## config.mk

```make
export PLATFORM = sky130hd
export DESIGN_NAME = gui
export DESIGN_NICKNAME = d
export VERILOG_FILES = /design/src/design/gui_pkg.sv /design/src/design/bmp_pixel_stream.sv /design/src/design/button_touch.sv /design/src/design/gui.sv /design/src/design/gui_draw_seq.sv
export VERILOG_INCLUDE_DIRS = /design/src /design/src/design
export SDC_FILE = /design/constraint.sdc
export NUM_CORES = 1
export LEC_CHECK = 0
export BUFFER_PORTS_ARGS = -buffer_cell sky130_fd_sc_hd__buf_2
export CAP_MARGIN = 20
export CELL_PAD_IN_SITES_DETAIL_PLACEMENT = 1
export CELL_PAD_IN_SITES_GLOBAL_PLACEMENT = 1
export CORE_AREA = 2 2 183 185
export DETAILED_ROUTE_END_ITERATION = 10
export DIE_AREA = 0 0 185 187
export HOLD_SLACK_MARGIN = 0.06
export PLACE_DENSITY_LB_ADDON = 0.1
export SETUP_SLACK_MARGIN = 0.02
export SYNTH_ARGS = -nofsm -noshare
export SYNTH_HDL_FRONTEND = slang
export SYNTH_SLANG_ARGS = --single-unit
```

## constraint.sdc

```tcl
create_clock -name clk -period 2.5 [get_ports clk]
set_clock_uncertainty 0.05 [all_clocks]
set_input_delay 0 -clock clk [delete_from_list [all_inputs] [get_ports clk]]
set_output_delay 0 -clock clk [all_outputs]
set_load 0.02 [all_outputs]
```

## src/design/gui_settings.svh

```systemverilog
// gui settings: screen geometry, bitmap size and pixel colours of the touch buttons
`ifndef GUI_SETTINGS_SVH
`define GUI_SETTINGS_SVH

// screen coordinates
`define GUI_COORD_W 16

// button bitmap, 1 bit per pixel
`define GUI_BMP_W 20
`define GUI_BMP_H 20

// touch rectangle of every button
`define GUI_BTN_W 40
`define GUI_BTN_H 40

// bitmap corner inside its button
`define GUI_BMP_XOFS 10
`define GUI_BMP_YOFS 10

// all buttons share one column
`define GUI_BTN_X 10

// top edge per button
`define GUI_START_Y 110
`define GUI_LEFT_Y 60
`define GUI_RIGHT_Y 260

// rgb565
`define GUI_FG_COLOR 16'hFFFF // set bit, white
`define GUI_BG_COLOR 16'h0000 // clear bit, black

`endif

```

## src/design/gui_pkg.sv

```systemverilog
// gui package: coordinate, colour, slot and sequencer types plus the button bitmaps
`default_nettype none

`include "gui_settings.svh"

package gui_pkg;

    typedef logic [`GUI_COORD_W-1:0] coord_t;
    typedef logic [15:0] color_t;

    typedef enum logic [1:0] {
        SLOT_START,
        SLOT_LEFT,
        SLOT_RIGHT
    } slot_t;

    typedef enum logic [2:0] {
        SEQ_IDLE,
        SEQ_START,
        SEQ_LEFT,
        SEQ_RIGHT
    } seq_state_t;

    // bit 0 is the upper left pixel, rows run top to bottom
    typedef logic [0:`GUI_BMP_W*`GUI_BMP_H-1] bmp_t;

    // start button while paused, play triangle
    localparam bmp_t BMP_START_PAUSE = {
        20'b00000000000000000000, 20'b00000000000000000000,
        20'b00011000000000000000, 20'b00011110000000000000,
        20'b00011111100000000000, 20'b00011111111000000000,
        20'b00011111111110000000, 20'b00011111111111100000,
        20'b00011111111111111000, 20'b00011111111111111110,
        20'b00011111111111111110, 20'b00011111111111111000,
        20'b00011111111111100000, 20'b00011111111110000000,
        20'b00011111111000000000, 20'b00011111100000000000,
        20'b00011110000000000000, 20'b00011000000000000000,
        20'b00000000000000000000, 20'b00000000000000000000
    };

    // start button while running, two bars
    localparam bmp_t BMP_START_GO = {
        20'b00000000000000000000, 20'b00000000000000000000,
        20'b00001111000011110000, 20'b00001111000011110000,
        20'b00001111000011110000, 20'b00001111000011110000,
        20'b00001111000011110000, 20'b00001111000011110000,
        20'b00001111000011110000, 20'b00001111000011110000,
        20'b00001111000011110000, 20'b00001111000011110000,
        20'b00001111000011110000, 20'b00001111000011110000,
        20'b00001111000011110000, 20'b00001111000011110000,
        20'b00001111000011110000, 20'b00001111000011110000,
        20'b00000000000000000000, 20'b00000000000000000000
    };

    localparam bmp_t BMP_LEFT = {
        20'b00000000000000000000, 20'b00000000000000000000,
        20'b00000001100000000000, 20'b00000011100000000000,
        20'b00000111100000000000, 20'b00001111100000000000,
        20'b00011111111111111100, 20'b00111111111111111100,
        20'b01111111111111111100, 20'b11111111111111111100,
        20'b11111111111111111100, 20'b01111111111111111100,
        20'b00111111111111111100, 20'b00011111111111111100,
        20'b00001111100000000000, 20'b00000111100000000000,
        20'b00000011100000000000, 20'b00000001100000000000,
        20'b00000000000000000000, 20'b00000000000000000000
    };

    // mirror image of the left arrow
    localparam bmp_t BMP_RIGHT = {
        20'b00000000000000000000, 20'b00000000000000000000,
        20'b00000000000110000000, 20'b00000000000111000000,
        20'b00000000000111100000, 20'b00000000000111110000,
        20'b00111111111111111000, 20'b00111111111111111100,
        20'b00111111111111111110, 20'b00111111111111111111,
        20'b00111111111111111111, 20'b00111111111111111110,
        20'b00111111111111111100, 20'b00111111111111111000,
        20'b00000000000111110000, 20'b00000000000111100000,
        20'b00000000000111000000, 20'b00000000000110000000,
        20'b00000000000000000000, 20'b00000000000000000000
    };

endpackage

`default_nettype wire

```

## src/design/bmp_pixel_stream.sv

```systemverilog
// bitmap pixel stream: shared bitmap shift register, draw window and pixel colour
`timescale 1ns/10ps
`default_nettype none

`include "gui_settings.svh"

module bmp_pixel_stream (
    input  wire                  clk,
    input  wire                  arstn,
    input  wire gui_pkg::slot_t  slot,
    input  wire                  active,
    input  wire                  load,
    input  wire                  cnext,
    input  wire                  start_state,
    output gui_pkg::coord_t      xstart,
    output gui_pkg::coord_t      xend,
    output gui_pkg::coord_t      ystart,
    output gui_pkg::coord_t      yend,
    output gui_pkg::color_t      color
);
    import gui_pkg::*;

    localparam coord_t BMP_X0 = coord_t'(`GUI_BTN_X + `GUI_BMP_XOFS);
    localparam coord_t BMP_X1 = coord_t'(`GUI_BTN_X + `GUI_BMP_XOFS + `GUI_BMP_W - 1);

    bmp_t   bmp_sel;
    bmp_t   bmpreg;
    coord_t bmp_y0;

    always_comb begin
        case (slot)
            SLOT_START: begin
                bmp_sel = start_state ? BMP_START_GO : BMP_START_PAUSE;
                bmp_y0  = coord_t'(`GUI_START_Y + `GUI_BMP_YOFS);
            end
            SLOT_LEFT: begin
                bmp_sel = BMP_LEFT;
                bmp_y0  = coord_t'(`GUI_LEFT_Y + `GUI_BMP_YOFS);
            end
            SLOT_RIGHT: begin
                bmp_sel = BMP_RIGHT;
                bmp_y0  = coord_t'(`GUI_RIGHT_Y + `GUI_BMP_YOFS);
            end
            default: begin
                bmp_sel = '0;
                bmp_y0  = '0;
            end
        endcase
    end

    // one register serves every button
    always_ff @(posedge clk or negedge arstn) begin
        if (!arstn)
            bmpreg <= '0;
        else if (load)
            bmpreg <= bmp_sel;
        else if (cnext)
            bmpreg <= bmpreg << 1; // next pixel into bit 0
    end

    assign xstart = active ? BMP_X0 : '0;
    assign xend   = active ? BMP_X1 : '0;
    assign ystart = active ? bmp_y0 : '0;
    assign yend   = active ? coord_t'(bmp_y0 + coord_t'(`GUI_BMP_H - 1)) : '0;

    assign color = !active  ? '0 :
                   bmpreg[0] ? color_t'(`GUI_FG_COLOR) : color_t'(`GUI_BG_COLOR);

endmodule

`default_nettype wire

```

## src/design/button_touch.sv

```systemverilog
// button touch: press detection, rectangle hit tests, start toggle and redraw pending flags
`timescale 1ns/10ps
`default_nettype none

`include "gui_settings.svh"

module button_touch (
    input  wire                  clk,
    input  wire                  arstn,
    input  wire                  touch,
    input  wire gui_pkg::coord_t touchx, // screen coordinates
    input  wire gui_pkg::coord_t touchy,
    input  wire                  start_rst,
    input  wire                  start_ack,
    input  wire                  left_ack,
    input  wire                  right_ack,
    output logic                 start_state, // 0 pause, 1 go
    output logic                 left_touched,
    output logic                 right_touched,
    output logic                 start_pend,
    output logic                 left_pend,
    output logic                 right_pend
);
    import gui_pkg::*;

    logic touch_q;
    logic press;
    logic hit_start;
    logic hit_left;
    logic hit_right;

    // inclusive bounds, shared column
    function automatic logic in_rect(coord_t x, coord_t y, coord_t top);
        logic in_x;
        logic in_y;
        in_x = (x >= coord_t'(`GUI_BTN_X)) && (x <= coord_t'(`GUI_BTN_X + `GUI_BTN_W - 1));
        in_y = (y >= top) && (y <= coord_t'(top + `GUI_BTN_H - 1));
        return in_x && in_y;
    endfunction

    assign press     = touch & ~touch_q; // rising edge of touch
    assign hit_start = press && in_rect(touchx, touchy, coord_t'(`GUI_START_Y));
    assign hit_left  = press && in_rect(touchx, touchy, coord_t'(`GUI_LEFT_Y));
    assign hit_right = press && in_rect(touchx, touchy, coord_t'(`GUI_RIGHT_Y));

    always_ff @(posedge clk or negedge arstn) begin
        if (!arstn) begin
            touch_q       <= 1'b0;
            left_touched  <= 1'b0;
            right_touched <= 1'b0;
        end else begin
            touch_q       <= touch;
            left_touched  <= hit_left;
            right_touched <= hit_right;
        end
    end

    // external clear wins over a press
    always_ff @(posedge clk or negedge arstn) begin
        if (!arstn) begin
            start_state <= 1'b0;
            start_pend  <= 1'b1;
        end else if (start_rst) begin
            start_state <= 1'b0;
            start_pend  <= 1'b1;
        end else if (hit_start) begin
            start_state <= ~start_state;
            start_pend  <= 1'b1;
        end else if (start_ack) begin
            start_pend  <= 1'b0;
        end
    end

    // arrows only need their first draw
    always_ff @(posedge clk or negedge arstn) begin
        if (!arstn) begin
            left_pend  <= 1'b1;
            right_pend <= 1'b1;
        end else begin
            if (left_ack)
                left_pend <= 1'b0;
            if (right_ack)
                right_pend <= 1'b0;
        end
    end

endmodule

`default_nettype wire

```

## src/design/gui.sv

```systemverilog
// gui top: touch buttons, draw sequencer and shared bitmap stream for the tft panel
`timescale 1ns/10ps
`default_nettype none

module gui (
    input  wire                  clk,
    input  wire                  arstn,
    input  wire                  touch,
    input  wire gui_pkg::coord_t touchx,
    input  wire gui_pkg::coord_t touchy,
    input  wire                  draw,
    input  wire                  cnext,
    input  wire                  tft_done,
    input  wire                  start_rst,
    output logic                 update, // some button needs a redraw
    output logic                 tft_draw,
    output logic                 drawdone,
    output gui_pkg::coord_t      xstart,
    output gui_pkg::coord_t      xend,
    output gui_pkg::coord_t      ystart,
    output gui_pkg::coord_t      yend,
    output gui_pkg::color_t      color,
    output logic                 start_state,
    output logic                 left_touched,
    output logic                 right_touched
);
    import gui_pkg::*;

    logic  start_pend;
    logic  left_pend;
    logic  right_pend;
    logic  start_ack;
    logic  left_ack;
    logic  right_ack;
    logic  load;
    logic  active;
    slot_t slot;

    button_touch touch0 (
        .clk(clk), .arstn(arstn),
        .touch(touch), .touchx(touchx), .touchy(touchy),
        .start_rst(start_rst),
        .start_ack(start_ack), .left_ack(left_ack), .right_ack(right_ack),
        .start_state(start_state),
        .left_touched(left_touched), .right_touched(right_touched),
        .start_pend(start_pend), .left_pend(left_pend), .right_pend(right_pend)
    );

    gui_draw_seq seq0 (
        .clk(clk), .arstn(arstn),
        .draw(draw), .tft_done(tft_done),
        .start_pend(start_pend), .left_pend(left_pend), .right_pend(right_pend),
        .tft_draw(tft_draw), .drawdone(drawdone),
        .start_ack(start_ack), .left_ack(left_ack), .right_ack(right_ack),
        .load(load), .slot(slot), .active(active)
    );

    bmp_pixel_stream stream0 (
        .clk(clk), .arstn(arstn),
        .slot(slot), .active(active), .load(load), .cnext(cnext),
        .start_state(start_state),
        .xstart(xstart), .xend(xend), .ystart(ystart), .yend(yend),
        .color(color)
    );

    assign update = start_pend | left_pend | right_pend;

endmodule

`default_nettype wire

```

## src/design/gui_draw_seq.sv

```systemverilog
// gui draw sequencer: walks the buttons on a draw request and hands pending ones to the display
`timescale 1ns/10ps
`default_nettype none

module gui_draw_seq (
    input  wire             clk,
    input  wire             arstn,
    input  wire             draw,
    input  wire             tft_done,
    input  wire             start_pend,
    input  wire             left_pend,
    input  wire             right_pend,
    output logic            tft_draw,
    output logic            drawdone,
    output logic            start_ack,
    output logic            left_ack,
    output logic            right_ack,
    output logic            load,
    output gui_pkg::slot_t  slot,
    output logic            active
);
    import gui_pkg::*;

    seq_state_t state;
    seq_state_t after;
    logic       cur_pend;
    logic       grant;

    // per slot decode
    always_comb begin
        case (state)
            SEQ_START: begin
                slot     = SLOT_START;
                cur_pend = start_pend;
                after    = SEQ_LEFT;
            end
            SEQ_LEFT: begin
                slot     = SLOT_LEFT;
                cur_pend = left_pend;
                after    = SEQ_RIGHT;
            end
            SEQ_RIGHT: begin
                slot     = SLOT_RIGHT;
                cur_pend = right_pend;
                after    = SEQ_IDLE;
            end
            default: begin
                slot     = SLOT_START;
                cur_pend = 1'b0;
                after    = SEQ_IDLE;
            end
        endcase
    end

    assign active   = (state != SEQ_IDLE);
    assign drawdone = ~active;

    // first cycle in a slot that needs drawing
    assign grant     = active && !tft_draw && cur_pend;
    assign start_ack = grant && (slot == SLOT_START);
    assign left_ack  = grant && (slot == SLOT_LEFT);
    assign right_ack = grant && (slot == SLOT_RIGHT);
    assign load      = grant;

    always_ff @(posedge clk or negedge arstn) begin
        if (!arstn) begin
            state    <= SEQ_IDLE;
            tft_draw <= 1'b0;
        end else begin
            case (state)
                SEQ_IDLE: begin
                    if (draw)
                        state <= SEQ_START;
                end
                default: begin
                    if (tft_draw) begin
                        if (tft_done) begin // window finished
                            tft_draw <= 1'b0;
                            state    <= after;
                        end
                    end else if (cur_pend) begin
                        tft_draw <= 1'b1;
                    end else begin
                        state <= after; // clean, skip
                    end
                end
            endcase
        end
    end

endmodule

`default_nettype wire

```

# Yosys cells after proc, flatten, opt, wreduce, memory -nomap -nowiden
# Index checks and enable logic that the tools add are counted.
[op_classes]
n_addsub = 1
magnitude_cmp = 8
eq_ne = 8
muxes = 27
bitwise = 6
reduce_logical = 23
[ops]
columns = ["cell", "count"]
rows = [
  ["400-bit one-hot mux with 3 select lines", 1],
  ["400-bit 2-to-1 mux", 2],
  ["357-bit 2-to-1 mux", 1],
  ["16-bit 2-to-1 mux", 3],
  ["9-bit one-hot mux with 3 select lines", 1],
  ["16-bit by 4-bit >= comparator with 1-bit output (second input constant)", 1],
  ["16-bit by 6-bit >= comparator with 1-bit output (second input constant)", 1],
  ["16-bit by 7-bit >= comparator with 1-bit output (second input constant)", 1],
  ["16-bit by 9-bit >= comparator with 1-bit output (second input constant)", 1],
  ["16-bit by 6-bit less-or-equal comparator with 1-bit output (second input constant)", 1],
  ["16-bit by 7-bit less-or-equal comparator with 1-bit output (second input constant)", 1],
  ["16-bit by 8-bit less-or-equal comparator with 1-bit output (second input constant)", 1],
  ["16-bit by 9-bit less-or-equal comparator with 1-bit output (second input constant)", 1],
  ["1-bit logical AND", 15],
  ["3-bit 2-to-1 mux", 5],
  ["9-bit by 5-bit adder with 10-bit output (second input constant)", 1],
  ["9-bit 2-to-1 mux", 1],
  ["1-bit 2-to-1 mux", 8],
  ["2-bit one-hot mux with 2 select lines", 2],
  ["3-bit by 2-bit == test with 1-bit output (second input constant)", 2],
  ["6-bit 2-to-1 mux", 1],
  ["3-bit nonzero test", 2],
  ["5-bit 2-to-1 mux", 1],
  ["2-bit nonzero test", 2],
  ["14 further kinds", 17],
]
[totals]
regBits = 411
in_bits = 39
output_inout_bits = 86
elab_cells = 83

# Longest topological paths before layout
[logic_depth]
depth_word = 7
ltp_mapped = 9
ltp_nobuf = 7

# Cells and area by module
# A second synthesis with hierarchy kept.
[unflattened]
cells_unflattened = 1539
hier_area_um2 = 16798.6
[modules_own_cells]
columns = ["module", "instances", "cells_each", "area_each_um2", "seq_area_each_um2"]
rows = [
  ["bmp_pixel_stream", 1, 1467, 16089.2, 8908.5],
  ["button_touch", 1, 42, 409.1, 178.9],
  ["gui_draw_seq", 1, 29, 294.0, 75.1],
  ["gui", 1, 1, 6.3, 0.0],
]

# Worst setup path before layout
# No wires, ideal clock.
[synth_path]
kind = "reg-to-reg"
startpoint = "register seq0.state[1]"
endpoint = "register stream0.bmpreg[188]"
setup_ns = 0.137
arrival_time_ns = 2.193
required_time_ns = 2.313
slack_ns = 0.120
stages_incl_launch_ff = 9
path_buffers = 3
synth_period_minus_slack_ns = 2.380
cell_sequence = "dfrtp_1 inv_1 ha_1 clkbuf_1 or3_1 buf_2 nor2_1 buf_2 a21oi_1"
[synth_between]
elab_chain_len = 5
[synth_lines]
columns = ["item", "line_no", "rtl"]
rows = [
  ["start: declaration", "gui_draw_seq.sv:24", "seq_state_t state;"],
  ["start signal: assignment", "gui_draw_seq.sv:79", "state <= after;"],
  ["start signal: assignment", "gui_draw_seq.sv:84", "state <= after;"],
  ["3-bit by 2-bit == test with 1-bit output", "gui_draw_seq.sv:31", "case (state)"],
  ["2-bit one-hot mux with 2 select lines", "gui_draw_seq.sv:31", ""],
  ["2-bit == test (tied with other cells)", "bmp_pixel_stream.sv:31", "case (slot)"],
  ["400-bit one-hot mux with 3 select lines", "bmp_pixel_stream.sv:31", ""],
  ["400-bit 2-to-1 mux", "bmp_pixel_stream.sv:55", "else if (load)"],
  ["end signal: assignment", "bmp_pixel_stream.sv:56", "bmpreg <= bmp_sel;"],
  ["end signal: assignment", "bmp_pixel_stream.sv:58", "bmpreg <= bmpreg << 1;"],
  ["end: declaration", "bmp_pixel_stream.sv:27", "bmp_t bmpreg;"],
]
# Parallel ways exist; a longest one is shown, timed or not.
# A chain may end at the register's enable or synchronous reset.

# Worst setup path after layout
[layout_path]
startpoint = "input touchx[1]"
endpoint = "register touch0.right_touched"
[layout_between]
elab_chain_len = 4
[layout_lines]
columns = ["item", "line_no", "rtl"]
rows = [
  ["start: declaration", "gui.sv:9", "input wire gui_pkg::coord_t touchx,"],
  ["16-bit by 4-bit >= comparator with 1-bit output / 16-bit by 6-bit less-or-equal comparator with 1-bit output (equally long branches)", "button_touch.sv:36", "in_x = (x >= coord_t'(`GUI_BTN_X)) && (x <= coord_t'(`GUI_BTN_X + `GUI_BTN_W - 1));"],
  ["1-bit logical AND *", "button_touch.sv:36", ""],
  ["1-bit logical AND *", "button_touch.sv:38", "return in_x && in_y;"],
  ["1-bit logical AND *", "button_touch.sv:44", "assign hit_right = press && in_rect(touchx, touchy, coord_t'(`GUI_RIGHT_Y));"],
  ["net touch0.hit_right", "button_touch.sv:30", "logic hit_right;"],
  ["end signal: assignment", "button_touch.sv:54", "right_touched <= hit_right;"],
  ["end: declaration", "button_touch.sv:19", "output logic right_touched,"],
]
# Mark *: on every way through the listed nets, which the timed path passes. The rest lies on a longest branch.

==> flow_metrics.tcl <==
set metrics [dict create \
    drtIter0Drc 545 \
    ys_seq_area_share_pct 57.83 \
    drcViolationCount 0 \
    grt_pass1_vias 10520 \
    p_per_area_nw_per_um2 1201 \
    final_common_cell "dfrtp_1" \
    syn-cell-area_um2 15850 \
    async_flop_share_pct 100.0 \
    clk_pin_slew_ns 0.06 \
    maxCapViolCount 0 \
    path_class "primary input to flip-flop" \
    routabilityCongestion 0.7139 \
    peakVddDrop_mv 0.6799 \
    cp.required_ns 2.92 \
    cp-end-kind "flip-flop" \
    cts_sinks 366 \
    cts_max_level 2 \
    grt_pass1_wl_um 54480 \
    placed_area_um2 16540 \
    fin_util_pct 55.91 \
    final_cell_area_um2 18370 \
    wire_per_inst_um 17.32 \
    grt_max_degree 76 \
    avgSynthCellArea_um2 11.76 \
    worstPathArrival_ns 2.89 \
    via_per_inst 5.273 \
    vias 10000 \
    cts_tree "yes" \
    cts_buffers 40 \
    hold_ws_ns 0.1776 \
    setup_viol 0 \
    io_pins 125 \
    clock_latency_ns 0.54 \
    layout-drive-gt1-share_pct 14.86 \
    cp_max_fo 3 \
    finalMaxSlewViolations 0 \
    final_cell_mix "dfrtp_1 (362), mux2i_1 (345), a21oi_1 (233)" \
    ys.flop_type "dfrtp_1" \
    die_h_um 187 \
    overflow 0 \
    fin_crit_ns 2.470 \
    start_util_pct 48.22 \
    ys_types 43 \
    fin_crit_sh_pct 98.79 \
    clockBufferDepth 3 \
    max_freq_mhz 404.9 \
    die-area_um2 34600 \
    wl_um 32850 \
    syn2layout_area_growth_pct 15.96 \
    drtPass1Iterations 4 \
    place_inst 1784 \
    final-hold-violation-count 0 \
    detail-route-antenna-nets 0 \
    tightest_slew_ns 0.9704 \
    final_cells 1897 \
    ys_warn_count 0 \
    total_power_w 0.02207 \
    grt_usage_pct 19.14 \
    syn-instance-count 1347 \
    ys_seq_elements 366 \
    hold_path_class "primary input to flip-flop" \
    core_area_um2 32860 \
    core.rowCount 67 \
    status "completed" \
    antenna_found_initial 3 \
    rsz0062_at_grt "yes" \
    die_x_um 185 \
    cts_root_buf "clkbuf_16" \
    io_buffers 79 \
    max_slew_margin_pct 35.07 \
    p_leak_nw 8.754 \
    synth-edff-count 0 \
    cp-start-kind "primary input" \
    fin_nets 1464 \
    hpwl_um 18720 \
]
layer usage:
layer	track usage, %	routed length, um	vias to the layer above
li1	-	-	4702
met1	25.93	14850	5127
met2	32.04	16510	121
met3	3.213	878	53
met4	4.945	622	0
met5	0	0	-
stage by stage:
step	setup TNS [ns]	worst slack (ns)
detailed placement	0	0.03510
global placement	0	0.08330
floorplan	0	0.1196
global route	-0.005426	-0.005426
CTS	0	0.04179
finish	0	0.03023
cells in the mapped netlist (3+ instances only):
cell type,count,area share [%]
inv_1,8,0.19
dfrtp_1,363,57
mux2i_1,345,22
nand3_1,3,0.095
o21ai_0,13,0.41
nor2_1,140,3.3
nor3_1,5,0.16
clkbuf_1,69,1.6
ha_1,7,0.55
dfstp_2,3,0.50
buf_2,26,0.82
nor2b_1,3,0.12
buf_1,6,0.14
buf_4,73,3.5
nand2_1,12,0.28
a21oi_1,235,7.4
what timing repair did:
| action | 4_1_cts | 5_1_grt |
|---|---|---|
| endpoints found under the setup margin | 16 | 157 |
| pin swaps | 0 | 1 |
| gates resized for setup | 1 | 21 |
| setup buffers | 0 | 3 |
| hold endpoints to repair | 414 | 1 |
| hold buffers | 33 | 6 |
cells by family after synthesis:
group | count (synthesis) | synth area share, %
AO/OA/AOI/OAI | 263 | 8.599
buffers and inverters | 183 | 6.278
adder cells (fa/ha/maj) | 7 | 0.5527
flip-flops | 366 | 57.83
other | 1 | 0.02367
AND/OR/NAND/NOR | 181 | 4.856
multiplexers | 346 | 21.87
critical path, stage by stage:
cell	delay, ns
dlygate4sd3_1	0.53
buf_2	0.13
o311a_1	0.28
dlygate4sd3_1	0.57
or4_4	0.56
nor3_2	0.23
dlygate4sd3_1	0.59
layout make-up:
class	count	area, um^2
fill	3403	14490
clock buffer	59	1214
clock inverter	12	142.6
inverter	8	30.03
sequential	366	9164
tap	448	560.5
multi-input combinational	840	5917
timing repair buffer	162	1341
antenna	2	5.005
path summary, 6_finish.rpt:
| check | start | to | slack, ns | cells past startpoint |
|---|---|---|---|---|
| worst max-delay path | touchx[1] | touch0.right_touched | 0.03 | 7 |
| worst min-delay path | start_rst | touch0.start_state | 0.18 | 3 |
| worst max register to register | seq0.state[0] | stream0.bmpreg[150] | 0.13 | 7 |
| worst min register to register | touch0.left_pend | touch0.left_pend | 0.45 | 1 |
| max in group asynchronous | arstn | stream0.bmpreg[384] | 1.03 | 4 |
| min in group asynchronous | arstn | touch0.right_touched | 0.56 | 3 |
state kept, by name, indices dropped and copies added, names as in the netlist:
signal	count
touch0.left_pend	1
seq0.state	2
stream0.bmpreg	356
touch0.start_pend	1
touch0.right_touched	1
touch0.right_pend	1
touch0.left_touched	1
seq0.tft_draw	1
touch0.start_state	1
touch0.touch_q	1
report_power, final:
group	switching [W]	total [W]	internal [W]	leakage, nW
Clock	0.00231	0.00597	0.00367	0.677
Sequential	0.00139	0.00981	0.00842	4.19
Combinational	0.00358	0.00629	0.00271	3.88
No activity file was read; power rests on OpenSTA's default activity.
